==> src/frame_geom_pkg.sv <==
`default_nettype none

package frame_geom_pkg;

  localparam int PIXEL_W          = 16;   // rgb565
  localparam int PIXELS_PER_CHUNK = 8;    // pixel 0 in the low bits
  localparam int CHUNK_W          = PIXEL_W * PIXELS_PER_CHUNK;
  localparam int FRAME_CHUNKS     = 64;
  localparam int FRAME_PIXELS     = FRAME_CHUNKS * PIXELS_PER_CHUNK;
  localparam int FRAME_SLOTS      = 2;    // one slot written while the other is read
  localparam int READ_BUF_CHUNKS  = 2;    // reader chunk buffer entries

  // derived widths
  localparam int SLOT_W      = $clog2(FRAME_SLOTS);
  localparam int LANE_W      = $clog2(PIXELS_PER_CHUNK);
  localparam int CHUNK_IDX_W = $clog2(FRAME_CHUNKS);
  localparam int PIX_IDX_W   = $clog2(FRAME_PIXELS);
  localparam int BUF_PTR_W   = $clog2(READ_BUF_CHUNKS);
  localparam int BUF_CNT_W   = $clog2(READ_BUF_CHUNKS + 1);

  // test patterns, see pattern_stacker for the per-pixel rule
  typedef enum logic [1:0] {
    PAT_SOLID   = 2'd0,
    PAT_INDEX   = 2'd1,
    PAT_CHECKER = 2'd2,
    PAT_FRAME   = 2'd3
  } pattern_t;

endpackage

`default_nettype wire

==> src/mem_bus_pkg.sv <==
`default_nettype none

package mem_bus_pkg;

  // top address bit picks the frame slot, low six bits the chunk
  localparam int CHUNK_ADDR_W = 7;
  localparam int MEM_DEPTH    = 1 << CHUNK_ADDR_W;   // 128 chunks

  // what the arbiter asks the memory to do this cycle
  typedef enum logic [1:0] {
    MEM_IDLE  = 2'd0,
    MEM_WRITE = 2'd1,
    MEM_READ  = 2'd2
  } mem_op_t;

endpackage

`default_nettype wire

==> src/pattern_stacker.sv <==
`default_nettype none

module pattern_stacker import frame_geom_pkg::*, mem_bus_pkg::*; (
  input  logic                    clk_camera,
  input  logic                    recent_reset,
  input  logic                    start_i,        // one-cycle strobe
  input  logic [SLOT_W-1:0]       slot_i,
  input  pattern_t                pattern_sel_i,
  input  logic                    wr_grant_i,     // one-cycle pulse, memory writes on this edge
  output logic                    wr_req_o,
  output logic [CHUNK_ADDR_W-1:0] wr_addr_o,
  output logic [CHUNK_W-1:0]      wr_data_o,
  output logic                    done_o,
  output logic                    busy_o,
  output logic [7:0]              frame_count_o
);

  logic                 packing;      // pixel counter still running
  logic [PIX_IDX_W-1:0] pix_cnt;      // index of the pixel being evaluated
  logic [CHUNK_W-1:0]   pack_q;       // partial chunk, new pixels enter at the top
  logic [SLOT_W-1:0]    slot_q;
  pattern_t             pat_q;
  logic [PIXEL_W-1:0]   pix_val;
  logic                 chunk_end;    // current pixel completes a chunk
  logic                 pix_step;

  assign chunk_end = (pix_cnt[LANE_W-1:0] == LANE_W'(PIXELS_PER_CHUNK - 1));
  // only stall when the hold register is still waiting and the 8th pixel is due
  assign pix_step  = packing && !(chunk_end && wr_req_o && !wr_grant_i);

  // pattern rule for pixel pix_cnt
  always_comb begin
    case (pat_q)
      PAT_SOLID:   pix_val = 16'hF800;                      // red
      PAT_INDEX:   pix_val = PIXEL_W'(pix_cnt);
      PAT_CHECKER: pix_val = (pix_cnt[3] ^ pix_cnt[6]) ? '1 : '0;
      PAT_FRAME:   pix_val = {~frame_count_o, frame_count_o};
      default:     pix_val = '0;
    endcase
  end

  always_ff @(posedge clk_camera) begin
    if (recent_reset) begin
      busy_o        <= 1'b0;
      packing       <= 1'b0;
      pix_cnt       <= '0;
      wr_req_o      <= 1'b0;
      done_o        <= 1'b0;
      frame_count_o <= '0;
    end else begin
      done_o <= 1'b0;
      if (start_i && !busy_o) begin     // strobes while busy are dropped
        busy_o  <= 1'b1;
        packing <= 1'b1;
        pix_cnt <= '0;
      end
      if (pix_step) begin
        pix_cnt <= pix_cnt + 1'b1;
        if (pix_cnt == PIX_IDX_W'(FRAME_PIXELS - 1)) packing <= 1'b0;
      end
      if (wr_grant_i) begin
        wr_req_o <= 1'b0;
        if (wr_addr_o[CHUNK_IDX_W-1:0] == CHUNK_IDX_W'(FRAME_CHUNKS - 1)) begin
          done_o        <= 1'b1;        // last chunk accepted
          busy_o        <= 1'b0;
          frame_count_o <= frame_count_o + 1'b1;
        end
      end
      if (pix_step && chunk_end) wr_req_o <= 1'b1;  // new chunk lands in hold
    end
  end

  // payload, loaded on capture and on each pixel step
  always_ff @(posedge clk_camera) begin
    if (start_i && !busy_o) begin
      slot_q <= slot_i;
      pat_q  <= pattern_sel_i;
    end
    if (pix_step) begin
      pack_q <= {pix_val, pack_q[CHUNK_W-1:PIXEL_W]};
      if (chunk_end) begin
        wr_data_o <= {pix_val, pack_q[CHUNK_W-1:PIXEL_W]};
        wr_addr_o <= {slot_q, pix_cnt[PIX_IDX_W-1:LANE_W]};
      end
    end
  end

endmodule

`default_nettype wire

==> config.mk <==
export PLATFORM = sky130hd
export DESIGN_NAME = pattern_stacker
export DESIGN_NICKNAME = d
export VERILOG_FILES = /design/src/frame_geom_pkg.sv /design/src/mem_bus_pkg.sv /design/src/pattern_stacker.sv
export SDC_FILE = /design/constraint.sdc
export NUM_CORES = 1
export LEC_CHECK = 0
export BUFFER_PORTS_ARGS = -buffer_cell sky130_fd_sc_hd__buf_2
export CAP_MARGIN = 20
export CORE_MARGIN = 2
export CORE_UTILIZATION = 29
export DETAILED_ROUTE_END_ITERATION = 16
export PLACE_DENSITY = 0.52
export SLEW_MARGIN = 0
export SYNTH_ARGS = -nofsm -noshare
export SYNTH_HDL_FRONTEND = slang
export SYNTH_SLANG_ARGS = --single-unit
==> constraint.sdc <==
create_clock -name clk_camera -period 5 [get_ports clk_camera]
set_input_delay 0.25 -clock clk_camera [delete_from_list [all_inputs] [get_ports clk_camera]]
set_output_delay 0.25 -clock clk_camera [all_outputs]
set_load 0.05 [all_outputs]
==> results of run 1 <==
## what timing repair did
item / CTS / global route
hold endpoints to repair: 4 / 0
setup buffers: 0 / 0
hold buffers: 4 / 0
## synth_stat cells
cell      number
or4_1          1
and3b_1        1
clkbuf_1       1
a22o_1         4
dfxtp_1       21
nand4_2        1
edfxtp_1     250
buf_1          1
inv_1          4
xnor2_1        7
nand3_2        2
a211oi_2       1
a21oi_1        7
a21o_1         2
and4_1         1
nor2_1        13
o21ai_1        6
buf_6          1
and2_1         1
ha_1           4
nor2b_1        1
nand4_1        2
buf_2          2
xor2_1         1
o21a_1         1
nand2_1       28
or2b_1         1
a211oi_1       1
nand2b_1       7
nand3_1        9
and3_4         1
nor3_1         5
and3_1         2
o21ai_0       13
nor4_1         4
nand3b_1       1
mux2_2         4
## registers in the layout (all words and copies together), names as in the netlist
register       cells
wr_data_o        128
pack_q           112
pix_cnt            9
frame_count_o      8
wr_addr_o          7
pat_q              2
busy_o             1
done_o             1
packing            1
slot_q             1
wr_req_o           1
## stage by stage
stage	instances	area, µm²
2_1_floorplan	412	8758
3_3_place_gp	952	10010
3_5_place_dp	952	10010
4_1_cts	1008	10990
5_1_grt	1008	10990
6_report	1008	10990
## logic make-up (layout without fill, tap and decap cells)
family                   count (synthesis)  after routing  synth area share
multiplexers                             4              4          0.005142
adder cells (fa/ha/maj)                  4              4          0.005715
AND/OR/NAND/NOR                         81             81           0.04729
XOR/XNOR                                 8              8          0.008000
buffers and inverters                    9            215          0.004999
flip-flops                             271            271            0.9051
AO/OA/AOI/OAI                           35             35           0.02371
## power by group through the flow
stage	registers, µW	logic (µW)	clock network, µW
3_3_place_gp	2610	57.8	0
6_report	2570	60.2	2080
5_1_grt	2580	67.7	2240
4_1_cts	2570	62.6	2150
3_5_place_dp	2620	60.5	0
2_1_floorplan	2610	38.1	0
## worst max-delay path, stage by stage (launching register included)
cell	delay [ns]
dfxtp_1	0.34
ha_1	0.23
ha_1	0.23
nand3b_1	0.17
nand2_1	0.22
inv_6	0.62
buf_4	0.46
## final cells by class
type / count / area, µm² / area share
inverters: 4 / 20.02 / 0.001822
flip-flops and latches: 271 / 7928 / 0.7216
well taps: 390 / 488.0 / 0.04441
clock buffers: 35 / 748.2 / 0.06810
multi-input cells: 132 / 792.0 / 0.07209
repair buffers: 159 / 823.3 / 0.07493
clock inverters: 17 / 187.7 / 0.01708
## worst max path at each step
stage                     slack, ns       start            end  cells past startpoint
final                          2.23  pix_cnt[0]    pack_q[107]                      6
after global routing           2.03  pix_cnt[0]     pix_cnt[0]                      8
after CTS                      2.19  pix_cnt[0]  wr_data_o[75]                      5
after detailed placement       2.20  pix_cnt[0]  wr_data_o[61]                      5
after global placement         2.31  pix_cnt[0]  wr_data_o[61]                      5
after floorplan                0.45  pix_cnt[0]   wr_addr_o[0]                      4
## routing by layer
metal	vias to the layer above	global-route usage	share of wire
li1	1982	-	-
met2	161	0.1526	0.46
met4	0	0.02732	0.016
met1	2075	0.1350	0.45
met3	26	0.02356	0.077
met5	-	0	0
==> impl_metrics.env, run 1 <==
export IMPL_synth_nets=423
export IMPL_yosysWarnings=0
export IMPL_start_util=0.2947
export IMPL_dp_hpwl_mm=10.37
export IMPL_finalHoldViolations=0
export IMPL_finalSetupViolations=0
export IMPL_layout_commonest_cell="edfxtp_1"
export IMPL_syn_area_per_cell_um2=21.26
export IMPL_clockBufferDepth=3
export IMPL_syn_inst=412
export IMPL_r2r_cells=6
export IMPL_rsz0062_at_grt="false"
export IMPL_setup_tns_ns=0
export IMPL_drt_initial_drc_count=413
export IMPL_detail_route_first_pass_iterations=6
export IMPL_arrival_ns=2.95
export IMPL_ctsRootBufferMaster="clkbuf_16"
export IMPL_synth_area_top_cells="edfxtp_1 (86%), dfxtp_1 (4.8%), nand2_1 (1.2%)"
export IMPL_drtAntennaViolNets=0
export IMPL_required_ns=5.18
export IMPL_clkLatencyLatePin_ns=0.52
export IMPL_critPathMaxFanout=91
export IMPL_cts_tree="yes"
export IMPL_vias=4244
export IMPL_max_freq_mhz=361.5
export IMPL_critPathLaunchType="register"
export IMPL_drc=0
export IMPL_cts_buffers=28
export IMPL_yosysSeqAreaShare=0.9051
export IMPL_final_layout_size_suffix_gt1_frac=0.3333
export IMPL_grt_max_degree=92
export IMPL_hold_depth=3
export IMPL_hold_class="in2reg"
export IMPL_holdWs_ns=0.05668
export IMPL_worstMarginPinSlew_ns=0.9620
export IMPL_final_cell_mix="edfxtp_1 (250), buf_2 (152), clkbuf_16 (29), nand2_1 (28), dfxtp_1 (21)"
export IMPL_wl_mm=16.15
export IMPL_rrSetupSlack_ns=2.23
export IMPL_grt_overflow=0
export IMPL_seqPwrFrac=0.546
export IMPL_grt_pass1_vias=4159
export IMPL_syn2layout_area_growth_pct=25.44
export IMPL_synth_top_area_share=0.8571
export IMPL_antenna_found_initial=0
export IMPL_wl_per_cell_um=16.03
export IMPL_crit_path_end_kind="register"
export IMPL_die_w_um=177.8
export IMPL_ir_drop_mv=0.2488
export IMPL_cts_htree_levels=1
export IMPL_fillCellCount=2767
export IMPL_min_period_over_period=0.5532
export IMPL_post_route_util=0.3697
export IMPL_path_clk_slew_ns=0.06
export IMPL_ys_types=37
export IMPL_cts_resized_gates=0
export IMPL_grt_pass1_wl_mm=23.71
export IMPL_n_antenna_cell=0
export IMPL_hold_end="wr_req_o"
export IMPL_yosys_area_top_type="edfxtp_1"
export IMPL_worstHoldStart="wr_grant_i"
export IMPL_p_total_uw=4708
export IMPL_crit_type="reg2reg"
export IMPL_clock_skew_ns=0.009359
export IMPL_maxCapViolCount=0
export IMPL_worstReg2RegEnd="pack_q[107]"
export IMPL_boundaryPins=153
export IMPL_cts_sinks=271
export IMPL_internal_power_uw=3822
export IMPL_outcome="finished, final reports clean"
export IMPL_p_comb_frac=0.013
export IMPL_place_ws_ns=2.199
export IMPL_routabilityCongestion=0.8446
export IMPL_swShare=0.1882
export IMPL_synth_area_um2=8758
export IMPL_drt_vias_per_instance=4.210
export IMPL_finalCriticalPeriod_ns=2.766
export IMPL_num_nets_final=607
export IMPL_gr_usage_all_layers=0.09735
export IMPL_leakagePower_uw=0.003877
export IMPL_die_area_um2=31610
export IMPL_ys_seq_elements=271
export IMPL_p_sw_uw=886.2
export IMPL_slew_headroom=0.3587
export IMPL_fp_dieH_um=177.8
export IMPL_powerDensity_nw_per_um2=428.5
export IMPL_slew_viol_final=0
export IMPL_setup_ws_ns=2.234
export IMPL_regToRegStartpoint="pix_cnt[0]"
export IMPL_pwr_share_clk=0.441
export IMPL_num_rows=63
export IMPL_portBuffers=152
export IMPL_core_um2=29720
Power figures use the tool's default switching activity.
==> run 2, diff against run 1 <==
==> constraint.sdc (replaced) <==
create_clock -name clk_camera -period 2.7 [get_ports clk_camera]
set_input_delay 0.135 -clock clk_camera [delete_from_list [all_inputs] [get_ports clk_camera]]
set_output_delay 0.135 -clock clk_camera [all_outputs]
set_load 0.05 [all_outputs]
==> impl_metrics.env, run 2 (same netlist as run 1, synthesis figures left out) <==
export IMPL_antenna_found_initial=0
export IMPL_arrival_ns=2.50
export IMPL_finalHoldViolations=0
export IMPL_gr_usage_all_layers=0.09973
export IMPL_finalSetupViolations=0
export IMPL_worst_path_buf_inv=2
export IMPL_reg_top3="wr_data_o x128, pack_q x112, pix_cnt x9"
export IMPL_die_area_um2=31610
export IMPL_clockBufferDepth=3
export IMPL_slew_headroom=0.6678
export IMPL_cts_sinks=271
export IMPL_crit_path_end_kind="register"
export IMPL_fp_dieH_um=177.8
export IMPL_powerDensity_nw_per_um2=781.0
export IMPL_ir_drop_mv=0.4252
export IMPL_largest_reg_flops=128
export IMPL_clkLatencyLatePin_ns=0.53
export IMPL_critPathTopFamily="buffers and inverters"
export IMPL_cpMostUsedCell="ha_4"
export IMPL_slew_viol_final=0
export IMPL_leakagePower_uw=0.003910
export IMPL_cts_buffers=28
export IMPL_path_clk_slew_ns=0.06
export IMPL_p_total_uw=8716
export IMPL_clock_skew_ns=0.01500
export IMPL_dp_hpwl_mm=10.69
export IMPL_post_cts_buffers=0
export IMPL_grt_max_degree=36
export IMPL_finalCriticalPeriod_ns=2.050
export IMPL_grt_pass1_wl_mm=24.24
export IMPL_rsz0062_at_grt="false"
export IMPL_drc=0
export IMPL_final_layout_size_suffix_gt1_frac=0.3542
export IMPL_crit_type="reg2reg"
export IMPL_final_cell_mix="edfxtp_1 (250), buf_2 (152), clkbuf_16 (29), nand2_1 (27), dfxtp_1 (18)"
export IMPL_n_antenna_cell=0
export IMPL_num_rows=63
export IMPL_cp_cell_sequence="ha_4 > ha_4 > nand3b_1 > nand2_2 > clkinvlp_4 > buf_12 > a211oi_1"
export IMPL_min_period_over_period=0.7593
export IMPL_routabilityCongestion=0.7839
export IMPL_core_um2=29720
export IMPL_grt_overflow=0
export IMPL_wl_per_cell_um=15.96
export IMPL_drtAntennaViolNets=0
export IMPL_regMostFlops="wr_data_o"
export IMPL_cts_tree="yes"
export IMPL_syn2layout_area_growth_pct=27.41
export IMPL_post_cts_hold_buffer_count=6
export IMPL_grt_pass1_vias=4219
export IMPL_cts_resized_gates=0
export IMPL_holdWs_ns=0.3322
export IMPL_die_w_um=177.8
export IMPL_layout_commonest_cell="edfxtp_1"
export IMPL_outcome="finished, final reports clean"
export IMPL_maxCapViolCount=0
export IMPL_crit_slowest_cell="clkinvlp_4"
export IMPL_portBuffers=152
export IMPL_required_ns=3.15
export IMPL_num_nets_final=614
export IMPL_worstMarginPinSlew_ns=0.4984
export IMPL_critPathLaunchType="register"
export IMPL_drt_initial_drc_count=370
export IMPL_hold_class="in2reg"
export IMPL_cts_htree_levels=1
export IMPL_drt_vias_per_instance=4.152
export IMPL_start_util=0.2947
export IMPL_critical_path_max_stage_delay_ns=0.41
export IMPL_critPathMaxFanout=24
export IMPL_vias=4210
export IMPL_ctsRootBufferMaster="clkbuf_16"
export IMPL_boundaryPins=153
export IMPL_wl_mm=16.18
export IMPL_max_freq_mhz=487.8
export IMPL_detail_route_first_pass_iterations=4
[run 2: cell count changes in the layout (fill, tap and decap cells not counted), sizes merged]
cell	change
buf	+5
clkbuf	-5
clkinvlp	+4
dlygate4sd3	+2
bufinv	-1
inv	+1
[run 2: worst paths after layout]
path | cells after the start | slack [ns] | start | end
min | 2 | 0.33 | slot_i | slot_q
min reg2reg | 0 | 0.42 | pack_q[31] | wr_data_o[15]
max | 7 | 0.65 | pix_cnt[0] | packing
max reg2reg | 7 | 0.65 | pix_cnt[0] | packing
[run 2: metal layers]
layer	track usage	vias to the layer above	share of wire
li1	-	1990	-
met1	0.1348	2040	0.45
met2	0.1568	154	0.45
met3	0.02656	26	0.073
met4	0.03142	0	0.022
met5	0	-	0
[run 2: through the flow]
stage                     TNS (ns)  instances  area [µm²]  setup slack, ns    util
after floorplan             -61.81        412        8795          -0.2756       -
after global placement           0        957       10170           0.7247  0.3421
after detailed placement         0        957       10170           0.6383  0.3421
after CTS                        0       1014       11160           0.6276  0.3755
after global routing             0       1014       11160           0.4804  0.3755
final                            0       1014       11160           0.6499  0.3755
[run 2: area by class of cell]
cell class / count / area, µm²
fillers: 2723 / 18560
multi-input cells: 132 / 819.5
clock buffers: 30 / 729.5
well taps: 390 / 488.0
repair buffers: 166 / 968.4
inverters: 4 / 18.77
flip-flops and latches: 271 / 7931
clock inverters: 21 / 203.9
[run 2: power by group]
group	switching [µW]	internal, µW	total (µW)
Combinational	90.1	41.3	131
Clock	1570	2260	3820
Sequential	54.6	4710	4760
Total	1710	7000	8720
