**config.mk**
```make
export PLATFORM = sky130hd
export DESIGN_NAME = frame_reader
export DESIGN_NICKNAME = d
export VERILOG_FILES = /design/src/frame_geom_pkg.sv /design/src/mem_bus_pkg.sv /design/src/frame_reader.sv
export SDC_FILE = /design/constraint.sdc
export NUM_CORES = 1
export LEC_CHECK = 0
export ABC_CLOCK_PERIOD_IN_PS = 7400
export BUFFER_PORTS_ARGS = -buffer_cell sky130_fd_sc_hd__buf_2
export CORE_MARGIN = 2
export CORE_UTILIZATION = 39
export DETAILED_ROUTE_END_ITERATION = 10
export HOLD_SLACK_MARGIN = 0.1
export PLACE_DENSITY = 0.63
export SKIP_CTS_REPAIR_TIMING = 1
export SYNTH_ARGS = -nofsm -noshare
export SYNTH_HDL_FRONTEND = slang
export SYNTH_SLANG_ARGS = --single-unit
```
**constraint.sdc**
```tcl
create_clock -name clk_camera -period 7.4 [get_ports clk_camera]
set_input_delay 0.74 -clock clk_camera [delete_from_list [all_inputs] [get_ports clk_camera]]
set_output_delay 0.74 -clock clk_camera [all_outputs]
set_load 0.05 [all_outputs]
```
**src/frame_geom_pkg.sv**
```systemverilog
`default_nettype none

package frame_geom_pkg;

  localparam int PIXEL_W          = 16;   // rgb565
  localparam int PIXELS_PER_CHUNK = 8;    // pixel 0 in the low bits
  localparam int CHUNK_W          = PIXEL_W * PIXELS_PER_CHUNK;
  localparam int FRAME_CHUNKS     = 64;
  localparam int FRAME_PIXELS     = FRAME_CHUNKS * PIXELS_PER_CHUNK;
  localparam int FRAME_SLOTS      = 2;    // one slot written while the other is read
  localparam int READ_BUF_CHUNKS  = 2;    // reader chunk buffer entries

  // derived widths
  localparam int SLOT_W      = $clog2(FRAME_SLOTS);
  localparam int LANE_W      = $clog2(PIXELS_PER_CHUNK);
  localparam int CHUNK_IDX_W = $clog2(FRAME_CHUNKS);
  localparam int PIX_IDX_W   = $clog2(FRAME_PIXELS);
  localparam int BUF_PTR_W   = $clog2(READ_BUF_CHUNKS);
  localparam int BUF_CNT_W   = $clog2(READ_BUF_CHUNKS + 1);

  // test patterns, see pattern_stacker for the per-pixel rule
  typedef enum logic [1:0] {
    PAT_SOLID   = 2'd0,
    PAT_INDEX   = 2'd1,
    PAT_CHECKER = 2'd2,
    PAT_FRAME   = 2'd3
  } pattern_t;

endpackage

`default_nettype wire

```
**src/mem_bus_pkg.sv**
```systemverilog
`default_nettype none

package mem_bus_pkg;

  // top address bit picks the frame slot, low six bits the chunk
  localparam int CHUNK_ADDR_W = 7;
  localparam int MEM_DEPTH    = 1 << CHUNK_ADDR_W;   // 128 chunks

  // what the arbiter asks the memory to do this cycle
  typedef enum logic [1:0] {
    MEM_IDLE  = 2'd0,
    MEM_WRITE = 2'd1,
    MEM_READ  = 2'd2
  } mem_op_t;

endpackage

`default_nettype wire

```
**src/frame_reader.sv**
```systemverilog
`default_nettype none

module frame_reader import frame_geom_pkg::*, mem_bus_pkg::*; (
  input  logic                    clk_camera,
  input  logic                    recent_reset,
  input  logic                    start_i,       // one-cycle strobe
  input  logic [SLOT_W-1:0]       slot_i,
  input  logic                    rd_grant_i,    // one-cycle pulse
  input  logic                    rd_valid_i,    // one cycle after the grant
  input  logic [CHUNK_W-1:0]      rd_data_i,
  input  logic                    pixel_ready_i,
  output logic                    rd_req_o,
  output logic [CHUNK_ADDR_W-1:0] rd_addr_o,
  output logic                    pixel_valid_o,
  output logic [PIXEL_W-1:0]      pixel_data_o,
  output logic                    pixel_last_o,
  output logic                    busy_o
);

  logic                   req_active;    // chunks left to request
  logic [CHUNK_IDX_W-1:0] req_idx;
  logic [BUF_CNT_W-1:0]   credits;       // free entries not yet claimed by a read
  logic [BUF_CNT_W-1:0]   buf_cnt;       // filled entries
  logic [BUF_PTR_W-1:0]   wr_ptr;
  logic [BUF_PTR_W-1:0]   rd_ptr;
  logic [PIX_IDX_W-1:0]   out_idx;       // next pixel to hand out
  logic [SLOT_W-1:0]      slot_q;
  logic [CHUNK_W-1:0]     chunk_buf [READ_BUF_CHUNKS];
  logic                   take;
  logic                   pop;

  assign rd_req_o  = req_active && (credits != '0);
  assign rd_addr_o = {slot_q, req_idx};

  // unpack side, pixel held steady until taken
  assign pixel_valid_o = (buf_cnt != '0);
  assign pixel_data_o  = chunk_buf[rd_ptr][out_idx[LANE_W-1:0]*PIXEL_W +: PIXEL_W];
  assign pixel_last_o  = pixel_valid_o && (out_idx == PIX_IDX_W'(FRAME_PIXELS - 1));
  assign take = pixel_valid_o && pixel_ready_i;
  assign pop  = take && (out_idx[LANE_W-1:0] == LANE_W'(PIXELS_PER_CHUNK - 1));

  always_ff @(posedge clk_camera) begin
    if (recent_reset) begin
      busy_o     <= 1'b0;
      req_active <= 1'b0;
      req_idx    <= '0;
      credits    <= BUF_CNT_W'(READ_BUF_CHUNKS);
      buf_cnt    <= '0;
      wr_ptr     <= '0;
      rd_ptr     <= '0;
      out_idx    <= '0;
    end else begin
      if (start_i && !busy_o) begin
        busy_o     <= 1'b1;
        req_active <= 1'b1;
        req_idx    <= '0;
        out_idx    <= '0;
      end
      if (rd_grant_i) begin
        req_idx <= req_idx + 1'b1;
        if (req_idx == CHUNK_IDX_W'(FRAME_CHUNKS - 1)) req_active <= 1'b0;
      end
      // a credit goes with each grant and comes back when its chunk is drained
      credits <= credits - BUF_CNT_W'(rd_grant_i) + BUF_CNT_W'(pop);
      buf_cnt <= buf_cnt + BUF_CNT_W'(rd_valid_i) - BUF_CNT_W'(pop);
      if (rd_valid_i) wr_ptr <= wr_ptr + 1'b1;
      if (pop) rd_ptr <= rd_ptr + 1'b1;
      if (take) begin
        out_idx <= out_idx + 1'b1;
        if (pixel_last_o) busy_o <= 1'b0;   // frame fully drained
      end
    end
  end

  // chunk storage
  always_ff @(posedge clk_camera) begin
    if (rd_valid_i) chunk_buf[wr_ptr] <= rd_data_i;
    if (start_i && !busy_o) slot_q <= slot_i;
  end

endmodule

`default_nettype wire

```
==> results of run 1 <==
-- cell usage after synthesis --
cell | n | area (um2)
and2_1 | 3 | 18.77
nor4_1 | 1 | 6.260
ha_1 | 8 | 100.1
o21ai_0 | 6 | 30.03
o21ai_1 | 1 | 5.000
mux2i_1 | 1 | 10.01
xnor2_1 | 3 | 26.28
a21oi_1 | 11 | 55.05
nor2b_1 | 5 | 31.28
o211ai_1 | 1 | 7.510
nor3_1 | 4 | 20.02
xor2_1 | 3 | 26.28
mux4_2 | 44 | 991.0
a31oi_1 | 3 | 18.77
buf_2 | 5 | 25.02
mux4_1 | 20 | 525.5
buf_6 | 4 | 45.04
buf_1 | 4 | 15.01
buf_4 | 4 | 30.03
a22oi_1 | 32 | 240.2
nand3_1 | 8 | 40.04
nand2_1 | 24 | 90.09
nor3b_1 | 1 | 7.510
and3_1 | 2 | 12.51
a41oi_1 | 1 | 8.760
mux2_2 | 2 | 22.52
nand4_1 | 1 | 6.260
or2_0 | 1 | 6.260
a211oi_1 | 2 | 15.01
or2_2 | 1 | 6.260
nand2b_1 | 2 | 12.51
or3_1 | 1 | 6.260
o21a_1 | 2 | 15.01
nand3b_1 | 2 | 15.01
nor2_1 | 20 | 75.07
edfxtp_1 | 257 | 7717
inv_1 | 6 | 22.52
dfxtp_1 | 24 | 480.5
clkbuf_1 | 11 | 41.29
-- placed cells by master, fill, tap and decap left out, drive strengths merged --
cell type,instances
xnor2,3
mux2i,1
mux4,64
nor2,20
a31oi,3
o21ai,7
nor2b,5
a22oi,32
mux2,2
buf,165
or3,1
xor2,3
clkinv,11
nand2,24
ha,8
o21a,2
a21oi,11
diode,10
nand2b,2
o211ai,1
a211oi,2
clkinvlp,2
clkbuf,41
nand4,1
a41oi,1
bufinv,2
nand3,8
dfxtp,24
and3,2
and2,3
nor3,4
inv,6
or2,2
nor4,1
edfxtp,257
nand3b,2
nor3b,1
-- through the flow --
step           cells  utilization (%)  setup WS, ns  power, W  area, um2
6_report        1106            48.00         3.539  0.003563      13010
5_1_grt         1102            47.96         3.272  0.003696      13000
4_1_cts         1096            47.91         3.422  0.003604      12980
3_5_place_dp    1040            44.27         3.925  0.002156      12000
3_3_place_gp    1040            44.27         4.030  0.002141      12000
2_1_floorplan    531                -        0.4798  0.002066      10830
-- power breakdown --
part	internal, W	total (W)	switching, W
combinational	0.0000968	0.000248	0.000151
sequential	0.00184	0.00187	0.0000332
clock	0.000858	0.00145	0.000587
total	0.00279	0.00356	0.000772
-- cell families (layout without fill, tap and decap cells) --
logic type      after synthesis  in the layout  share of synthesized area [%]
mux                          67             67                          14.31
compound gates               59             59                          3.651
buf+inv                      34            227                          1.652
fa+ha+maj                     8              8                         0.9245
xor+xnor                      6              6                         0.4854
simple gates                 76             76                          3.270
other cells                   0             10                              0
flops                       281            281                          75.71
-- final timing paths --
path,startpoint,slack [ns],depth (start not counted),to
setup reg to reg,wr_ptr$_SDFFE_PP0P_,4.60,3,chunk_buf[0][67]$_DFFE_PP_
hold reg to reg,out_idx[3]$_SDFFE_PP0P_,0.48,1,out_idx[3]$_SDFFE_PP0P_
setup / recovery,register,3.54,5,pixel_data_o[6]
hold / removal,rd_data_i[111],0.35,1,chunk_buf[0][111]$_DFFE_PP_
-- cell type report --
cell class                 instances  area [um2]  area share, %
clock buffer                      41       832.0          6.396
antenna                           10       25.02         0.1924
inverter                           6       22.52         0.1731
sequential                       281        8205          63.08
tap                              372       465.4          3.578
clock inverter                    15       153.9          1.183
timing repair buffer             165       835.8          6.425
multi-input combinational        216        2469          18.98
-- layer usage --
layer	track usage, %	vias to the layer above	share of wire [%]
li1	-	2556	-
met1	18.76	2851	40
met2	24.12	171	49
met3	5.043	49	8.5
met4	3.790	10	2.3
met5	0	-	0.27
-- registers in the layout, summed over array words and instances (netlist names), 2 cells and up, named ones only --
signal / cells
chunk_buf: 256
out_idx: 9
req_idx: 6
buf_cnt: 2
credits: 2
==> reports/qor.csv, run 1 <==
stage;metric;value;unit
outcome;status;finished clean;
die;Die Span X;170.6;um
global_route;vias in the first global route;5905;
yosys;average cell area after synthesis;20.39;um2
flow_run;Max-cap violations;0;
route;final WL;21.66;mm
global_route;initial antenna violation count;15;
timing;final number of hold-violating endpoints;0;
yosys;Synth Net Count;674;
clock_tree;clock latency on the worst-skew pair;0.58;ns
timing;Final Max Slew Viols;0;
die;Std-Cell Rows;60;
yosys;Distinct cells, synth;39;
power_and_ir_drop;VDD IR max;0.1983;mV
clock_tree;clock root cell;clkbuf_16;
placed_design;PortBufs;161;
route;drt drc;0;
power_and_ir_drop;pwr dens;273.9;mW/mm2
die;IO Count;162;
yosys;FF+latch count, synth;281;
setup_path;worst path required time;6.66;ns
global_route;global-route wire length before repair;32.35;mm
clock_tree;CTS tree;done;
route;drt initial violations;356;
power_and_ir_drop;leak pwr;4.526;nW
finish;Final nets;843;
timing;Max Fclk;0.2590;GHz
timing;slew margin rel.;23.21;%
global_route;pin count of the biggest net entering global routing;79;
die;die area;0.02911;mm2
clock_tree;Num CTS Buffers;30;
setup_path;CP bufs+invs;2;
timing;period utilization;52.18;%
clock_tree;CTS max path bufs;3;
timing;Slew @ Worst Pin;1.147;ns
setup_path;CP Cell Sequence;buf_4 -> mux4_1 -> a22oi_1 -> nand2_1 -> buf_2;
route;DR vias;5637;
yosys;synth warn;0;
clock_tree;clk sinks;281;
placed_design;Final HPWL DP;13.70;mm
clock_tree;H-tree level count;1;
setup_path;max incr delay on CP;0.83;ns
timing;Final min period;3.861;ns
setup_path;nature of the critical path endpoint;output port;
setup_path;WS Path Type;register to output port;
hold_path;Hold/Removal Path Class;input pin to register;
yosys;Seq/Total Area, Yosys;75.71;%
clock_tree;CTS clk-pin slew, worst paths;0.06;ns
finish;area growth from synthesis to layout;20.14;%
timing;Setup Viol. Count Final;0;
placed_design;final RePlAce weighted congestion;0.7036;
route;post-route ant nets;0;
yosys;cell area after synthesis;0.01083;mm2
die;initial core utilization;39.95;%
die;Core Footprint;0.02710;mm2
route;vias per cell;5.097;
yosys;synthesized instance count;531;
timing;TNS Setup;0;ns
timing;RSZ-0062 raised after global routing;no;
global_route;GRT overflow;0;
route;Routed WL per cell;19.58;um
route;Initial DRT Pass Iterations;4;
finish;Layout fillers;2286;
global_route;gr usage total;14.69;%
timing;skew final;0.04899;ns
setup_path;top cell family by delay on the critical path;buffers and inverters;
timing;Hold Slack;0.3460;ns
die;Die Span Y;170.6;um
setup_path;crit path max fanout;52;
setup_path;critical path launch point type;register;
setup_path;slowest CP cell;buf_4;
finish;layout cells sized above 1;36.46;%
setup_path;Arr. time, crit path;3.12;ns
No activity file was read; power rests on OpenSTA's default activity.
==> run 2: changes to the inputs <==
Settings changed: ABC_CLOCK_PERIOD_IN_PS 7400 to 3600, PLACE_DENSITY 0.63 to 0.61.
Clock period 7.4 ns to 3.6 ns, I/O delays scaled along.
==> run 2 against run 1 <==
Compared with the run above: hold slack got worse by 0.22 ns; clock skew decreased by 0.039 ns; combinational power increased to 2.7 times the previous value; flip-flop and latch count unchanged; die area unchanged; critical path depth unchanged; sequential share of layout area decreased by 5.7 points; via count increased by 11%; critical path type unchanged; highest routed layer is now met4.
==> reports/qor.csv, run 2 (same netlist as run 1, synthesis figures left out) <==
stage;metric;value;unit
outcome;status;finished clean;
finish;max FFs per register;256;
timing;Final Max Slew Viols;0;
route;drt drc;0;
global_route;gr usage total;15.66;%
timing;Max Fclk;0.3036;GHz
die;IO Count;162;
route;vias per cell;5.051;
global_route;GRT overflow;0;
setup_path;WS Path Type;register to output port;
timing;Hold Slack;0.1239;ns
finish;layout cells sized above 1;30.65;%
timing;Slew @ Worst Pin;0.9195;ns
setup_path;R2R Path Start;out_idx[0]$_SDFFE_PP0P_;
global_route;pin count of the biggest net entering global routing;129;
setup_path;Arr. time, crit path;2.93;ns
setup_path;critical path launch point type;register;
flow_run;Max-cap violations;0;
hold_path;worst hold endpoint;busy_o$_SDFF_PP0_;
route;final WL;24.33;mm
timing;skew final;0.009855;ns
route;Initial DRT Pass Iterations;7;
finish;Cell Count, Final, Fillers Out;1234;
placed_design;final RePlAce weighted congestion;0.7625;
clock_tree;clk sinks;281;
timing;TNS Setup;0;ns
clock_tree;CTS tree;done;
finish;most frequent cells in the layout;edfxtp_1, buf_2, dlygate4sd3_1;
die;Die Span X;170.6;um
setup_path;worst path required time;3.24;ns
die;die area;0.02911;mm2
hold_path;Hold/Removal Path Class;input pin to register;
setup_path;RR Endpoint;credits[1]$_SDFF_PP1_;
setup_path;max incr delay on CP;0.60;ns
clock_tree;CTS max path bufs;3;
hold_path;hold_sp;start_i;
global_route;vias in the first global route;5972;
route;Routed WL per cell;19.72;um
die;Die Span Y;170.6;um
route;Max Used Layer;met4;
route;drt initial violations;483;
timing;final number of hold-violating endpoints;0;
finish;area growth from synthesis to layout;32.15;%
clock_tree;CTS clk-pin slew, worst paths;0.06;ns
die;Std-Cell Rows;60;
finish;Layout fillers;2157;
finish;commonest non-fill, non-tap cell in the layout;edfxtp_1;
clock_tree;H-tree level count;1;
timing;RSZ-0062 raised after global routing;no;
timing;slew margin rel.;38.57;%
power_and_ir_drop;pwr dens;510.7;mW/mm2
die;Core Footprint;0.02710;mm2
finish;largest register by flop count;chunk_buf;
route;post-route ant nets;0;
power_and_ir_drop;VDD IR max;0.3656;mV
route;DR vias;6233;
power_and_ir_drop;Total Power;0.007307;W
clock_tree;Num CTS Buffers;30;
clock_tree;clock latency on the worst-skew pair;0.55;ns
setup_path;CP Cell Sequence;buf_4 -> mux4_1 -> a22oi_1 -> nand2_1 -> buf_2;
power_and_ir_drop;leak pwr;5.080;nW
timing;period utilization;91.50;%
route;DR WL met2;11.99;mm
setup_path;Reg2Reg Depth;10;
hold_path;hold depth;3;
die;initial core utilization;39.95;%
clock_tree;clock root cell;clkbuf_16;
global_route;initial antenna violation count;4;
placed_design;PortBufs;161;
timing;Final min period;3.294;ns
placed_design;Final HPWL DP;15.03;mm
route;Post-Route M1 WL;10.41;mm
setup_path;slowest CP cell;dfxtp_4;
setup_path;FF-to-FF setup slack;1.31;ns
setup_path;CP bufs+invs;2;
setup_path;top cell family by delay on the critical path;buffers and inverters;
route;met3 WL;1.564;mm
timing;Setup Viol. Count Final;0;
global_route;global-route wire length before repair;34.31;mm
setup_path;crit path max fanout;19;
finish;Final nets;979;
finish;Regs by FF count;chunk_buf (256), out_idx (9), req_idx (6);
setup_path;nature of the critical path endpoint;output port;
placed_design;Post-Place Cells;1047;
-- run 2: cell count changes in the layout (fill, tap and decap cells not counted), sizes merged --
cell	delta
buf	+7
bufinv	-1
clkinv	+1
clkinvlp	-2
diode	-6
dlygate4sd3	+129
-- run 2: stage by stage --
step | cell area, um2 | util [%] | worst slack (ns)
CTS | 13010 | 48.00 | 0.2748
global placement | 12110 | 44.70 | 0.8649
detailed placement | 12110 | 44.70 | 0.8625
floorplan | 10840 | - | 0.8838
finish | 14310 | 52.80 | 0.3061
global route | 14310 | 52.80 | 0.1334
-- run 2: per-layer routing --
metal  GRT usage, %  up-vias
met1          20.53     3145
met5              0        -
met2          25.72      230
met4          3.456        0
li1               -     2820
met3          4.973       38
-- run 2: layout make-up --
type / count / area, um2 / share of cell area (%)
Sequential cell: 281 / 8205 / 57.35
Multi-Input combinational cell: 216 / 2469 / 17.25
Timing Repair Buffer: 301 / 2242 / 15.67
Clock buffer: 41 / 813.3 / 5.684
Tap cell: 372 / 465.4 / 3.253
Clock inverter: 13 / 81.33 / 0.5684
Inverter: 6 / 22.52 / 0.1574
Antenna cell: 4 / 10.01 / 0.06995
-- run 2: tightest hold or removal path, stage by stage --
cell and delay (ns):
buf_2 0.10, nor2_1 0.10, a211oi_1 0.05
-- run 2: where the power goes --
part	switching, W	internal, W	leakage [nW]	total, W
Clock	0.00118	0.00163	0.439	0.00281
Combinational	0.000367	0.000303	2.03	0.000669
Sequential	0.0000516	0.00378	2.61	0.00383
-- run 2: how the worst max path moves through the flow --
stage | from | endpoint | slack, ns | depth (start not counted)
2_1_floorplan | rd_valid_i | chunk_buf[0][0]$_DFFE_PP_ | 0.88 | 1
3_3_place_gp | register | pixel_data_o[12] | 0.86 | 5
3_5_place_dp | register | pixel_data_o[12] | 0.86 | 5
4_1_cts | register | pixel_data_o[12] | 0.27 | 5
5_1_grt | register | pixel_data_o[12] | 0.13 | 5
6_report | register | pixel_data_o[12] | 0.31 | 5
==> run 3: changes to the inputs <==
Settings changed: CTS_BUF_LIST set to sky130_fd_sc_hd__clkbuf_16, TNS_END_PERCENT set to 1.
==> run 3 against run 2 <==
Compared with the run above: via count decreased by 0.63%; critical path depth unchanged; clock skew increased by 0.0019 ns; die area unchanged; utilization decreased by 0.12 points; global-route usage about the same; sequential share of layout area increased by 0.13 points; non-clock buffer count decreased by 2; combinational power decreased by 2%.
==> reports/qor.csv, run 3 (same netlist as run 1, synthesis figures left out) <==
stage;metric;value;unit
global_route;gr usage total;15.67;%
route;drt initial violations;404;
route;drt drc;0;
hold_path;hold_sp;start_i;
flow_run;Max-cap violations;0;
placed_design;Post-Place Cells;1045;
timing;RSZ-0062 raised after global routing;no;
timing;Final min period;3.223;ns
setup_path;critical path launch point type;register;
die;IO Count;162;
setup_path;R2R Path Start;out_idx[0]$_SDFFE_PP0P_;
finish;area growth from synthesis to layout;31.85;%
finish;largest register by flop count;chunk_buf;
global_route;GRT overflow;0;
power_and_ir_drop;leak pwr;5.082;nW
power_and_ir_drop;Comb power frac;9.0;%
global_route;global-route wire length before repair;34.29;mm
finish;most frequent cells in the layout;edfxtp_1, buf_2, dlygate4sd3_1;
clock_tree;CTS max path bufs;3;
timing;Setup Viol. Count Final;0;
power_and_ir_drop;switching part of the total;21.87;%
global_route;pin count of the biggest net entering global routing;129;
route;post-route ant nets;0;
global_route;vias in the first global route;5955;
clock_tree;clk sinks;281;
setup_path;Arr. time, crit path;2.86;ns
finish;max FFs per register;256;
power_and_ir_drop;switching power;0.001598;W
die;Die Span Y;170.6;um
global_route;GR peak layer;met2;
global_route;met3 Use GR;4.881;%
route;Initial DRT Pass Iterations;5;
finish;Regs by FF count;chunk_buf (256), out_idx (9), req_idx (6);
placed_design;Final HPWL DP;15.07;mm
power_and_ir_drop;power share of the clock group;38.5;%
global_route;met2 Track Usage GR;24.27;%
power_and_ir_drop;Total Power;0.007308;W
setup_path;Reg2Reg Depth;9;
outcome;status;finished clean;
setup_path;CP Cell Sequence;buf_12 -> mux4_1 -> a22oi_1 -> nand2_1 -> buf_2;
finish;commonest non-fill, non-tap cell in the layout;edfxtp_1;
power_and_ir_drop;pwr dens;511.9;mW/mm2
hold_path;worst hold endpoint;busy_o$_SDFF_PP0_;
timing;period utilization;89.52;%
clock_tree;CTS tree;done;
route;vias per cell;5.044;
timing;Slew @ Worst Pin;1.043;ns
clock_tree;CTS clk-pin slew, worst paths;0.06;ns
finish;Cell Count, Final, Fillers Out;1228;
power_and_ir_drop;internal power;0.005710;W
finish;Final nets;977;
power_and_ir_drop;Reg power frac;52.5;%
finish;layout cells sized above 1;30.63;%
setup_path;nature of the critical path endpoint;output port;
clock_tree;clock latency on the worst-skew pair;0.55;ns
placed_design;Post-DP Area;0.01207;mm2
clock_tree;Num CTS Buffers;30;
timing;skew final;0.01174;ns
die;die area;0.02911;mm2
route;final WL;24.30;mm
setup_path;FF-to-FF setup slack;1.29;ns
die;Std-Cell Rows;60;
die;Core Footprint;0.02710;mm2
die;Die Span X;170.6;um
placed_design;final RePlAce weighted congestion;0.7627;
hold_path;Hold/Removal Path Class;input pin to register;
finish;post-route design area;0.01428;mm2
timing;slew margin rel.;30.16;%
route;Routed WL per cell;19.79;um
clock_tree;clock root cell;clkbuf_16;
setup_path;WS Path Type;register to output port;
global_route;met1 Track Usage GR;21.34;%
die;initial core utilization;39.95;%
setup_path;crit path max fanout;26;
timing;Final Max Slew Viols;0;
setup_path;RR Endpoint;credits[1]$_SDFF_PP1_;
setup_path;slowest CP cell;dfxtp_4;
route;DR vias;6194;
global_route;initial antenna violation count;3;
placed_design;PortBufs;161;
setup_path;worst path required time;3.24;ns
timing;Max Fclk;0.3103;GHz
hold_path;hold depth;3;
timing;final number of hold-violating endpoints;0;
timing;Hold Slack;0.1176;ns
clock_tree;H-tree level count;1;
setup_path;max incr delay on CP;0.69;ns
timing;TNS Setup;0;ns
power_and_ir_drop;VDD IR max;0.4173;mV
[run 3: layout make-up]
| type | instances | area [um2] |
|---|---|---|
| antenna | 4 | 10.01 |
| clock inverter | 20 | 151.4 |
| timing repair buffer | 299 | 2202 |
| clock buffer | 30 | 750.7 |
| multi-input combinational | 216 | 2469 |
| fill | 2151 | 12820 |
| inverter | 6 | 22.52 |
| tap | 372 | 465.4 |
| sequential | 281 | 8205 |
[run 3: per-layer routing]
layer | wire length, um | vias to the layer above | part of all wire (%)
met1 | 10550 | 3144 | 43
met3 | 1643 | 33 | 6.8
li1 | - | 2804 | -
met4 | 428 | 0 | 1.8
met5 | 0 | - | 0
met2 | 11680 | 213 | 48
[run 3: stage by stage]
| stage | util [%] | setup WS (ns) |
|---|---|---|
| finish | 52.68 | 0.3774 |
| global route | 52.67 | 0.2596 |
| detailed placement | 44.55 | 0.9133 |
| CTS | 47.88 | 0.3235 |
| global placement | 44.55 | 0.9429 |
| floorplan | - | -0.2463 |
[run 3: worst max path at each step]
stage	startpoint	depth (start not counted)	slack, ns	to
detailed placement	register	5	0.91	pixel_data_o[4]
global route	register	5	0.26	pixel_data_o[11]
floorplan	wr_ptr$_SDFFE_PP0P_	1	-0.25	chunk_buf[1][0]$_DFFE_PP_
global placement	register	5	0.94	pixel_data_o[4]
finish	register	5	0.38	pixel_data_o[11]
CTS	register	5	0.32	pixel_data_o[4]
[run 3: power groups by stage]
stage	sequential [W]	combinational, W	clock, W
final	0.00384	0.000654	0.00282
after global routing	0.00385	0.000701	0.00299
after CTS	0.00384	0.000543	0.00288
after detailed placement	0.00391	0.000541	0
after global placement	0.00389	0.000525	0
after floorplan	0.00389	0.000336	0
[run 3: critical path, delay by kind of cell (launching register included)]
kind,cells,cell delay (ns)
mux,1,0.59
flops,1,0.69
buf+inv,2,0.53
compound gates,1,0.40
simple gates,1,0.10
